$ cat src/rtl/nnTypesPkg.sv
package nnTypesPkg;

	localparam int NumInputs = 30; // Samples per frame
	localparam int NumHidden = 8;
	localparam int NumClasses = 4;

	localparam int ClassIdxW = $clog2(NumClasses);

	typedef logic signed [7:0] sampleT;

	typedef logic [7:0] actT; // ReLU output, never negative

	typedef sampleT [NumInputs-1:0] frameT;

	typedef actT [NumHidden-1:0] hiddenVecT;

	typedef struct packed
	{
		logic [ClassIdxW-1:0] classIdx;
		actT score;
	} resultT;

endpackage

$ cat src/rtl/nnWeightsPkg.sv
package nnWeightsPkg;

	typedef logic signed [7:0] weightT;

	localparam int TableBits = 4;
	localparam int TableSize = 1 << TableBits;

	// Shared by both layers, each layer walks it with its own stride
	localparam weightT WeightTable [TableSize] = '{
		8'sb11011110,
		8'sb11101110,
		8'sb00010011,
		8'sb00100011,
		8'sb00101111,
		8'sb00111100,
		8'sb11100001,
		8'sb11001111,
		8'sb11110010,
		8'sb00010000,
		8'sb00101101,
		8'sb10111011,
		8'sb01011110,
		8'sb11010000,
		8'sb11000111,
		8'sb11101000
	};

	function automatic weightT tableEntry(int idx);
		return WeightTable[TableBits'(idx % TableSize)];
	endfunction

	function automatic weightT hiddenWeight(int neuron, int inputIdx);
		return tableEntry(neuron * 7 + inputIdx * 3);
	endfunction

	function automatic weightT hiddenBias(int neuron);
		return tableEntry(neuron * 5 + 1);
	endfunction

	function automatic weightT outputWeight(int classNum, int hiddenIdx);
		return tableEntry(classNum * 11 + hiddenIdx * 5 + 2);
	endfunction

	function automatic weightT outputBias(int classNum);
		return tableEntry(classNum * 3 + 9);
	endfunction

endpackage

$ cat src/rtl/sampleCollector.sv
`timescale 1ns/1ps

module sampleCollector (
	input logic clk,
	input logic reset,
	input nnTypesPkg::sampleT sample,
	input logic sampleStrobe,
	output nnTypesPkg::frameT frame,
	output logic frameValid
);
	import nnTypesPkg::*;

	localparam int CountW = $clog2(NumInputs);
	localparam logic [CountW-1:0] LastCount = CountW'(NumInputs - 1);

	sampleT [NumInputs-2:0] shiftReg; // First 29 samples of the frame being built
	logic [CountW-1:0] sampleCount;
	logic lastSample;

	assign lastSample = sampleStrobe && (sampleCount == LastCount);

	always_ff @(posedge clk)
	begin
		if (reset)
		begin
			sampleCount <= '0;
			frameValid <= 1'b0;
		end
		else
		begin
			frameValid <= lastSample;
			if (sampleStrobe)
				sampleCount <= lastSample ? '0 : sampleCount + 1'b1;
		end
	end

	// New samples enter at the top, so the oldest one settles at index 0
	always_ff @(posedge clk)
	begin
		if (sampleStrobe)
			shiftReg <= {sample, shiftReg[NumInputs-2:1]};
		if (lastSample)
			frame <= {sample, shiftReg}; // Held until the next complete frame
	end

	countInRange: assert property (@(posedge clk) disable iff (reset)
		sampleCount <= LastCount);

endmodule

$ cat src/rtl/neuronNode.sv
`timescale 1ns/1ps

module neuronNode #(
	parameter int NeuronIndex = 0
) (
	input logic clk,
	input logic reset,
	input nnTypesPkg::frameT frame,
	output nnTypesPkg::actT activation
);
	import nnTypesPkg::*;
	import nnWeightsPkg::*;

	frameT frameReg;
	logic [7:0] sumNext;
	logic [7:0] sumReg;

	// Products keep their low byte only and the sum wraps in 8 bits
	always_comb
	begin
		sumNext = hiddenBias(NeuronIndex);
		for (int i = 0; i < NumInputs; i++)
		begin
			sumNext = sumNext + 8'(frameReg[i] * hiddenWeight(NeuronIndex, i));
		end
	end

	always_ff @(posedge clk)
	begin
		frameReg <= frame; // Stage one
	end

	always_ff @(posedge clk)
	begin
		if (reset)
		begin
			sumReg <= '0;
			activation <= '0;
		end
		else
		begin
			sumReg <= sumNext;
			if (sumReg[7] == 1'b0)
				activation <= sumReg;
			else
				activation <= '0; // ReLU clamp
		end
	end

endmodule

$ cat src/rtl/denseLayer.sv
`timescale 1ns/1ps

module denseLayer (
	input logic clk,
	input logic reset,
	input nnTypesPkg::frameT frame,
	input logic frameValid,
	output nnTypesPkg::hiddenVecT hidden,
	output logic hiddenValid
);
	import nnTypesPkg::*;

	localparam int NodeLatency = 3; // Input, sum and ReLU registers

	logic [NodeLatency-1:0] validPipe;

	for (genvar n = 0; n < NumHidden; n++)
	begin : neuronGen
		neuronNode #(
			.NeuronIndex(n)
		) neuron (
			.clk(clk),
			.reset(reset),
			.frame(frame),
			.activation(hidden[n])
		);
	end

	always_ff @(posedge clk)
	begin
		if (reset)
			validPipe <= '0;
		else
			validPipe <= {validPipe[NodeLatency-2:0], frameValid};
	end

	assign hiddenValid = validPipe[NodeLatency-1]; // Lines up with the ReLU register

endmodule

$ cat src/rtl/activationBuffer.sv
`timescale 1ns/1ps

module activationBuffer #(
	parameter int BufferDepth = 4
) (
	input logic clk,
	input logic reset,
	input logic push,
	input nnTypesPkg::hiddenVecT pushData,
	input logic pop,
	output nnTypesPkg::hiddenVecT head,
	output logic empty,
	output logic [7:0] dropCount
);
	import nnTypesPkg::*;

	localparam int PtrW = (BufferDepth > 1) ? $clog2(BufferDepth) : 1;
	localparam int CountW = $clog2(BufferDepth + 1);
	localparam logic [PtrW-1:0] LastPtr = PtrW'(BufferDepth - 1);
	localparam logic [CountW-1:0] FullCount = CountW'(BufferDepth);

	hiddenVecT mem [BufferDepth];
	logic [PtrW-1:0] rdPtr;
	logic [PtrW-1:0] wrPtr;
	logic [CountW-1:0] occupancy;
	logic full;
	logic popTaken;
	logic pushTaken;

	assign empty = (occupancy == '0);
	assign full = (occupancy == FullCount);
	assign popTaken = pop && !empty;
	assign pushTaken = push && (!full || popTaken); // A pop frees the slot in the same cycle
	assign head = mem[rdPtr];

	always_ff @(posedge clk)
	begin
		if (pushTaken)
			mem[wrPtr] <= pushData;
	end

	always_ff @(posedge clk)
	begin
		if (reset)
		begin
			rdPtr <= '0;
			wrPtr <= '0;
			occupancy <= '0;
			dropCount <= '0;
		end
		else
		begin
			if (pushTaken)
				wrPtr <= (wrPtr == LastPtr) ? '0 : wrPtr + 1'b1;
			if (popTaken)
				rdPtr <= (rdPtr == LastPtr) ? '0 : rdPtr + 1'b1;
			if (pushTaken && !popTaken)
				occupancy <= occupancy + 1'b1;
			else if (popTaken && !pushTaken)
				occupancy <= occupancy - 1'b1;
			if (push && !pushTaken && dropCount != 8'hFF)
				dropCount <= dropCount + 1'b1; // Sticks at 255
		end
	end

	noPopWhenEmpty: assert property (@(posedge clk) disable iff (reset)
		pop |-> !empty);

	occupancyBound: assert property (@(posedge clk) disable iff (reset)
		occupancy <= FullCount);

endmodule

$ cat src/rtl/outputClassifier.sv
`timescale 1ns/1ps

module outputClassifier (
	input logic clk,
	input logic reset,
	input nnTypesPkg::hiddenVecT head,
	input logic empty,
	output logic pop,
	output nnTypesPkg::resultT result,
	output logic resultValid
);
	import nnTypesPkg::*;
	import nnWeightsPkg::*;

	localparam int HiddenIdxW = $clog2(NumHidden);
	localparam logic [HiddenIdxW-1:0] LastHidden = HiddenIdxW'(NumHidden - 1);
	localparam logic [ClassIdxW-1:0] LastClass = ClassIdxW'(NumClasses - 1);

	typedef enum logic [1:0] {Idle, Accum, Finish} stateT;

	stateT state;
	hiddenVecT vecReg;
	logic [HiddenIdxW-1:0] hiddenCnt;
	logic [ClassIdxW-1:0] classCnt;
	logic [7:0] acc;
	logic [7:0] weightBits;
	logic [7:0] product;
	logic [7:0] classSum;
	actT classScore;
	logic [ClassIdxW-1:0] bestIdx;
	actT bestScore;

	assign pop = (state == Idle) && !empty;
	assign weightBits = outputWeight(32'(classCnt), 32'(hiddenCnt));
	assign product = vecReg[hiddenCnt] * weightBits; // Low byte of the product
	assign classSum = acc + product;
	assign classScore = classSum[7] ? '0 : classSum;

	always_ff @(posedge clk)
	begin
		if (reset)
		begin
			state <= Idle;
			classCnt <= '0;
			hiddenCnt <= '0;
			result <= '0;
			resultValid <= 1'b0;
		end
		else
		begin
			resultValid <= 1'b0;
			case (state)
				Idle:
				begin
					if (pop)
					begin
						classCnt <= '0;
						hiddenCnt <= '0;
						state <= Accum;
					end
				end
				Accum:
				begin
					hiddenCnt <= (hiddenCnt == LastHidden) ? '0 : hiddenCnt + 1'b1;
					if (hiddenCnt == LastHidden)
					begin
						classCnt <= classCnt + 1'b1;
						if (classCnt == LastClass)
							state <= Finish;
					end
				end
				Finish:
				begin
					result <= '{classIdx: bestIdx, score: bestScore};
					resultValid <= 1'b1;
					state <= Idle;
				end
				default: state <= Idle;
			endcase
		end
	end

	// Strict compare keeps the lowest class index on a tie
	always_ff @(posedge clk)
	begin
		if (pop)
		begin
			vecReg <= head;
			acc <= outputBias(0);
			bestIdx <= '0;
			bestScore <= '0;
		end
		else if (state == Accum)
		begin
			if (hiddenCnt == LastHidden)
			begin
				acc <= outputBias(32'(classCnt) + 1); // Seed for the next class
				if (classScore > bestScore)
				begin
					bestIdx <= classCnt;
					bestScore <= classScore;
				end
			end
			else
				acc <= classSum;
		end
	end

	// Pop cycle, one cycle per weight and the result cycle
	resultFollowsPop: assert property (@(posedge clk) disable iff (reset)
		resultValid |-> $past(pop, NumClasses * NumHidden + 2));

endmodule

$ cat src/rtl/nnCore.sv
`timescale 1ns/1ps

module nnCore #(
	parameter int BufferDepth = 4
) (
	input logic clk,
	input logic reset,
	input nnTypesPkg::sampleT sample,
	input logic sampleStrobe,
	output nnTypesPkg::resultT result,
	output logic resultValid,
	output logic [7:0] dropCount
);
	import nnTypesPkg::*;

	frameT frame;
	logic frameValid;
	hiddenVecT hidden;
	logic hiddenValid;
	hiddenVecT head;
	logic empty;
	logic pop;

	sampleCollector collector0 (
		.clk(clk),
		.reset(reset),
		.sample(sample),
		.sampleStrobe(sampleStrobe),
		.frame(frame),
		.frameValid(frameValid)
	);

	denseLayer layer0 (
		.clk(clk),
		.reset(reset),
		.frame(frame),
		.frameValid(frameValid),
		.hidden(hidden),
		.hiddenValid(hiddenValid)
	);

	activationBuffer #(
		.BufferDepth(BufferDepth)
	) buffer0 (
		.clk(clk),
		.reset(reset),
		.push(hiddenValid),
		.pushData(hidden),
		.pop(pop),
		.head(head),
		.empty(empty),
		.dropCount(dropCount)
	);

	outputClassifier classifier0 (
		.clk(clk),
		.reset(reset),
		.head(head),
		.empty(empty),
		.pop(pop),
		.result(result),
		.resultValid(resultValid)
	);

endmodule

$ cat config.mk
export PLATFORM = sky130hd
export DESIGN_NAME = nnCore
export DESIGN_NICKNAME = d
export VERILOG_FILES = /design/src/rtl/nnTypesPkg.sv /design/src/rtl/nnWeightsPkg.sv /design/src/rtl/sampleCollector.sv /design/src/rtl/neuronNode.sv /design/src/rtl/denseLayer.sv /design/src/rtl/activationBuffer.sv /design/src/rtl/outputClassifier.sv /design/src/rtl/nnCore.sv
export SDC_FILE = /design/constraint.sdc
export NUM_CORES = 1
export LEC_CHECK = 0
export BUFFER_PORTS_ARGS = -buffer_cell sky130_fd_sc_hd__buf_4
export CELL_PAD_IN_SITES_DETAIL_PLACEMENT = 2
export CELL_PAD_IN_SITES_GLOBAL_PLACEMENT = 2
export CORE_MARGIN = 1
export CORE_UTILIZATION = 36
export DETAILED_ROUTE_END_ITERATION = 8
export MAX_ROUTING_LAYER = met4
export PLACE_DENSITY_LB_ADDON = 0.1
export SYNTH_ARGS = -nofsm -noshare
export SYNTH_HDL_FRONTEND = slang
export SYNTH_SLANG_ARGS = --single-unit
$ cat constraint.sdc
create_clock -name clk -period 3.21 [get_ports clk]
set_input_delay 0.321 -clock clk [delete_from_list [all_inputs] [get_ports clk]]
set_output_delay 0.321 -clock clk [all_outputs]
set_load 0.005 [all_outputs]
# Yosys cells after proc, flatten, opt, wreduce, memory -nomap -nowiden
# Memory sizes are Yosys's and may differ from the RTL's.
# Cells that the tools add are included.
# W data, S select, Z words.
[op_classes]
n_eq_ne = 10
addsub = 11
reduce_logical = 22
multipliers = 4
bitwise_logic = 2
muxes = 24
order_cmp = 4
[op_table]
columns = ["cell", "count"]
rows = [
  ["$mux W8", 8],
  ["$mul A32 B3 Y4 const B", 1],
  ["$bmux W8 S3", 1],
  ["$mux W3", 4],
  ["$ge A4 B5 Y1 const B", 2],
  ["$mux W2", 5],
  ["$reduce_and A3 Y1", 3],
  ["$add A8 B1 Y8 const B", 1],
  ["$add A8 B8 Y8", 1],
  ["$gt A8 B8 Y1", 1],
  ["$logic_and A1 B1 Y1", 8],
  ["$mul A8 B8 Y8", 1],
  ["$ne A8 B8 Y1 const B", 1],
  ["$not A4 Y4", 2],
  ["$pmux W2 S2", 2],
  ["$mux W7", 1],
  ["$add A3 B1 Y3 const B", 2],
  ["$eq A3 B3 Y1 const B", 2],
  ["$pmux W3 S2", 1],
  ["$reduce_bool A2 Y1", 3],
  ["$add A5 B1 Y5 const B", 1],
  ["$eq A5 B5 Y1 const B", 1],
  ["$mux W5", 1],
  ["$add A4 B3 Y4 const B", 1],
  ["other kinds (18)", 23],
]
[word_totals]
out_inout_bits = 19
input_bits = 11
wordCells = 101
reg_bits = 120
memories = 2
rom_bits = 256
[memory_table]
columns = ["memory", "depth", "width", "read_ports", "rd_clocked_by_memory_dff", "wr", "line", "text"]
rows = [
  ["(no name shown)", 16, 8, 1, 0, 0, "nnWeightsPkg.sv:29", "return WeightTable[TableBits'(idx % TableSize)];"],
  ["(no name shown)", 16, 8, 1, 0, 0, "nnWeightsPkg.sv:29", ""],
]

# Longest topological paths before layout
[logic_depth]
word_depth = 12
ltp_mapped = 10
depth_no_buf = 9

# Cells and area by module
# A second synthesis with hierarchy kept.
[hier_totals]
cells_unflattened = 1467
hier_area_um2 = 30720.7
[by_module_without_submodules]
columns = ["module", "instances", "cells_each", "area_each_um2"]
rows = [
  ["sampleCollector", 1, 499, 14452.6],
  ["activationBuffer", 1, 421, 10045.9],
  ["outputClassifier", 1, 469, 5632.9],
  ["neuronNode", 8, 9, 63.8],
  ["denseLayer", 1, 6, 78.8],
]

# Worst setup path before layout
# OpenSTA, ideal clock, no wires.
[synth_path]
path_kind = "reg2reg"
from = "register buffer0.occupancy[0]"
to = "register buffer0.occupancy[2]"
setup_slack_ns = 0.887
synth_period_minus_slack_ns = 2.323
required_ns = 3.139
stages_incl_launch_ff = 10
arrival_ns = 2.252
setup_time_ns = 0.071
path_buffers = 1
cell_sequence = "dfxtp_1 o31a_1 inv_1 clkbuf_1 ha_1 inv_1 fa_1 xor2_1 or3_1 a21oi_1"
[synth_via]
elab_chain_cells = 9
word_cells_on_any_way = 17
classes_between = "add/sub: 2; eq/ne: 1; mux: 2; reduce/logical: 12"
[synth_rtl]
columns = ["element", "line", "text"]
rows = [
  ["start: declaration", "activationBuffer.sv:25", "logic [CountW-1:0] occupancy;"],
  ["start signal: assignment", "activationBuffer.sv:58", "occupancy <= occupancy + 1'b1;"],
  ["start signal: assignment", "activationBuffer.sv:60", "occupancy <= occupancy - 1'b1;"],
  ["$logic_not A3 Y1", "activationBuffer.sv:30", "assign empty = (occupancy == '0);"],
  ["$logic_not A1 Y1", "activationBuffer.sv:32, outputClassifier.sv:33", ""],
  ["$logic_and A1 B1 Y1", "outputClassifier.sv:33", "assign pop = (state == Idle) && !empty;"],
  ["$logic_and A1 B1 Y1", "activationBuffer.sv:32", "assign popTaken = pop && !empty;"],
  ["$logic_or A1 B1 Y1", "activationBuffer.sv:33", "assign pushTaken = push && (!full || popTaken);"],
  ["$logic_and A1 B1 Y1", "activationBuffer.sv:33", ""],
  ["$logic_not A1 Y1", "activationBuffer.sv:59", "else if (popTaken && !pushTaken)"],
  ["$logic_and A1 B1 Y1", "activationBuffer.sv:59", ""],
  ["$reduce_bool A2 Y1 (no source line)", "n/a", ""],
]
# Parallel ways exist; a longest one is shown, timed or not. The select of a mux whose other input is x is not followed.
# A chain may end at the register's enable or synchronous reset.

# Worst setup path after layout
# Same ends and word-level chain as after synthesis.

==> impl_metrics.toml <==
[placement]
post-dp-hpwl_um = 4310
place_area_mm2 = 0.00279
gp_congestion = 0.716
place_inst = 381
io_buffers = 20

[clock_tree]
h-tree-depth = 2
cts_buffer_depth = 2
clk_pin_slew_ns = 0.09
cts_tree = "built"
cts.repair.resized = 0
clk-insertion-delay-late_ns = 0.30
cts-hold-fix-buffers = 0
numCtsBuffers = 5
post_cts_buffers = 0
clock-sinks = 54
cts-root-buf = "clkbuf_8"

[yosys]
synthFlopType = "dfxtp_1"
yosys_warnings = 0
synthArstFlopShare_pct = 0
ys_seq_area_share_pct = 45.2
ys_ff_latch = 54
syn_area_mm2 = 0.00257
yosys.cell_types.count = 41
synth_nets = 311
synth_edf_count = 8
syn-instance-count = 277
postSynthAreaPerCell_um2 = 9.28

[setup_path]
rr_startpoint = "buffer0.occupancy[0]"
endpoint_kind = "register"
path_depth = 8
endpoint = "buffer0.occupancy[2]"
crit_family = "adder cells"
cp_slowest_cell = "o31a_1"
slowest_delay_ns = 0.41
worst-setup-path-type = "reg -> reg"
crit_path_start_kind = "register"
cp.required_ns = 3.45
crit_arrival_ns = 2.75
crit_buf_inv = 2
crit_fanout = 11
r2r-end = "buffer0.occupancy[2]"
cp_common_cell = "inv_1"
crit_chain = "o31a_1, inv_1, ha_1, inv_1, fa_1, xor2_1, or3_1, a21oi_1"
r2r_slack_ns = 0.69
reg2reg_depth = 8
crit_start = "buffer0.occupancy[0]"

[cells_and_area]
layout_common_cells = "dfxtp_1 (46), nand2_1 (30), a21oi_1 (25), ha_1 (22), buf_4 (21)"
drive_above_1_share_pct = 10.9
final_cells = 389
final_common_cell = "dfxtp_1"
nets = 326
fin_util_pct = 42.1
design_area_mm2 = 0.00288
diodes = 0
synthToLayoutAreaGrowth_pct = 12.0

[grt]
grt_overflow = 0
grt_pass1_wl_um = 10200
grt_max_degree = 38
grt_pass1_vias = 2102
antenna_found_initial = 0
grt_use_total_pct = 17.9

[timing]
final.min_clock_period_ns = 2.52
finClkSkew_ns = 0.00807
finalSetupTns_ns = 0
max_freq_mhz = 397
tightest_slew_ns = 0.643
grt_setup_unrepaired = "false"
slew_viol_final = 0
relSlewSlack_pct = 57.0
finalCritPeriodShare_pct = 78.4
holdWs_ns = 0.315
hold_violations = 0
setup_viol = 0

[floorplanning]
pin_count = 30
die_x_um = 86.5
core_mm2 = 0.00683
row_count = 30
start_util_pct = 37.6
die-area_mm2 = 0.00748
die_h_um = 86.5

[job]
drv_cap = 0

[pwr]
leakage_nw = 1.08
p_clk_share_pct = 28.8
internal-power_mw = 0.954
peakVddDrop_uv = 282
p_comb_share_pct = 15.6
p_sw_mw = 0.386
pwr-share-seq_pct = 55.6
sw_frac_of_total_pct = 28.8
power_density_mw_per_mm2 = 465

[detailed_routing]
wl_um = 5750
wl_per_cell_um = 14.8
via_per_inst = 5.06
drt_iter0_markers = 32
drtAntennaViolNets = 0
drc = 0
dr.pass1.iters = 4
num_vias = 1969

[hold_path]
hold_path_class = "in -> reg"

[status]
status = "completed"
## state kept, by name, summed over array words and instances (netlist names)
register	count
classifier0.state	2
classifier0.hiddenCnt	3
classifier0.classCnt	2
classifier0.result	9
buffer0.dropCount	8
buffer0.occupancy	3
collector0.sampleCount	5
classifier0.bestScore	7
classifier0.acc	8
classifier0.bestIdx	2
layer0.validPipe	3
collector0.frameValid	1
classifier0.resultValid	1
## per-layer routing
| layer | global-route usage, % | wire, um | vias up |
|---|---|---|---|
| met4 | 4.09 | 54 | 0 |
| li1 | - | - | 976 |
| met2 | 31.9 | 2980 | 19 |
| met5 | - | 0 | - |
| met1 | 20.9 | 2580 | 969 |
| met3 | 3.24 | 133 | 5 |
## cells in the mapped netlist, types with 3 or more instances
cell	n	area, um2
nand2_1	30	113
a21oi_1	25	125
nor2_1	14	52.6
and3_1	4	25.0
and2_1	3	18.8
xnor2_1	5	43.8
clkbuf_1	9	33.8
a31oi_1	4	25.0
o211ai_1	5	37.5
xor2_1	5	43.8
nor2b_1	16	100
ha_1	22	275
nand4_1	3	18.8
mux2i_1	4	40.0
nand3_1	16	80.1
nor3_1	7	35.0
inv_1	13	48.8
dfxtp_1	46	921
edfxtp_1	8	240
o21ai_0	11	55.1
## worst reg2reg max path: stages, from the launching register on
cell and delay [ns]:
dfxtp_1 0.38, o31a_1 0.41, inv_1 0.34, ha_1 0.26, inv_1 0.06, fa_1 0.37
xor2_1 0.18, or3_1 0.31, a21oi_1 0.15
## logic make-up (layout without fill, tap and decap cells)
logic type | Yosys count | after routing | synth area share, %
flops | 54 | 54 | 45.2
xor+xnor | 10 | 10 | 3.41
compound gates | 55 | 55 | 12.7
fa+ha+maj | 24 | 24 | 11.9
buf+inv | 26 | 42 | 4.24
mux | 4 | 4 | 1.56
other cells | 1 | 1 | 0.146
simple gates | 103 | 103 | 20.9
## metrics by stage
stage | power [mW] | worst slack [ns]
floorplan | 0.909 | 0.887
global placement | 0.954 | 0.781
detailed placement | 0.968 | 0.689
CTS | 1.37 | 0.653
global route | 1.42 | 0.483
finish | 1.34 | 0.693
## worst min-delay path by stage
stage | slack, ns | from | end | cells after the start
after CTS | 0.32 | sampleStrobe | collector0.sampleCount[0] | 3
after floorplan | 0.41 | collector0.frameValid | layer0.validPipe[0] | 1
after detailed placement | 0.43 | layer0.validPipe[1] | layer0.validPipe[2] | 1
after global placement | 0.42 | collector0.frameValid | layer0.validPipe[0] | 1
after global routing | 0.33 | sampleStrobe | collector0.sampleCount[0] | 3
final | 0.31 | sampleStrobe | collector0.sampleCount[0] | 3
## power by group through the flow
| stage | Combinational, mW | Sequential [mW] | Clock [mW] |
|---|---|---|---|
| floorplan | 0.157 | 0.752 | 0 |
| global placement | 0.197 | 0.758 | 0 |
| detailed placement | 0.207 | 0.761 | 0 |
| CTS | 0.215 | 0.746 | 0.405 |
| global route | 0.239 | 0.752 | 0.429 |
| finish | 0.209 | 0.745 | 0.385 |
## area by class of cell
cell class	count	area, um2
fill	776	3950
multi-input combinational	197	1300
sequential	54	1160
timing repair buffer	21	158
tap	96	120
clock buffer	7	86.3
inverter	13	48.8
clock inverter	1	5.00
No activity file was read; power rests on OpenSTA's default activity.
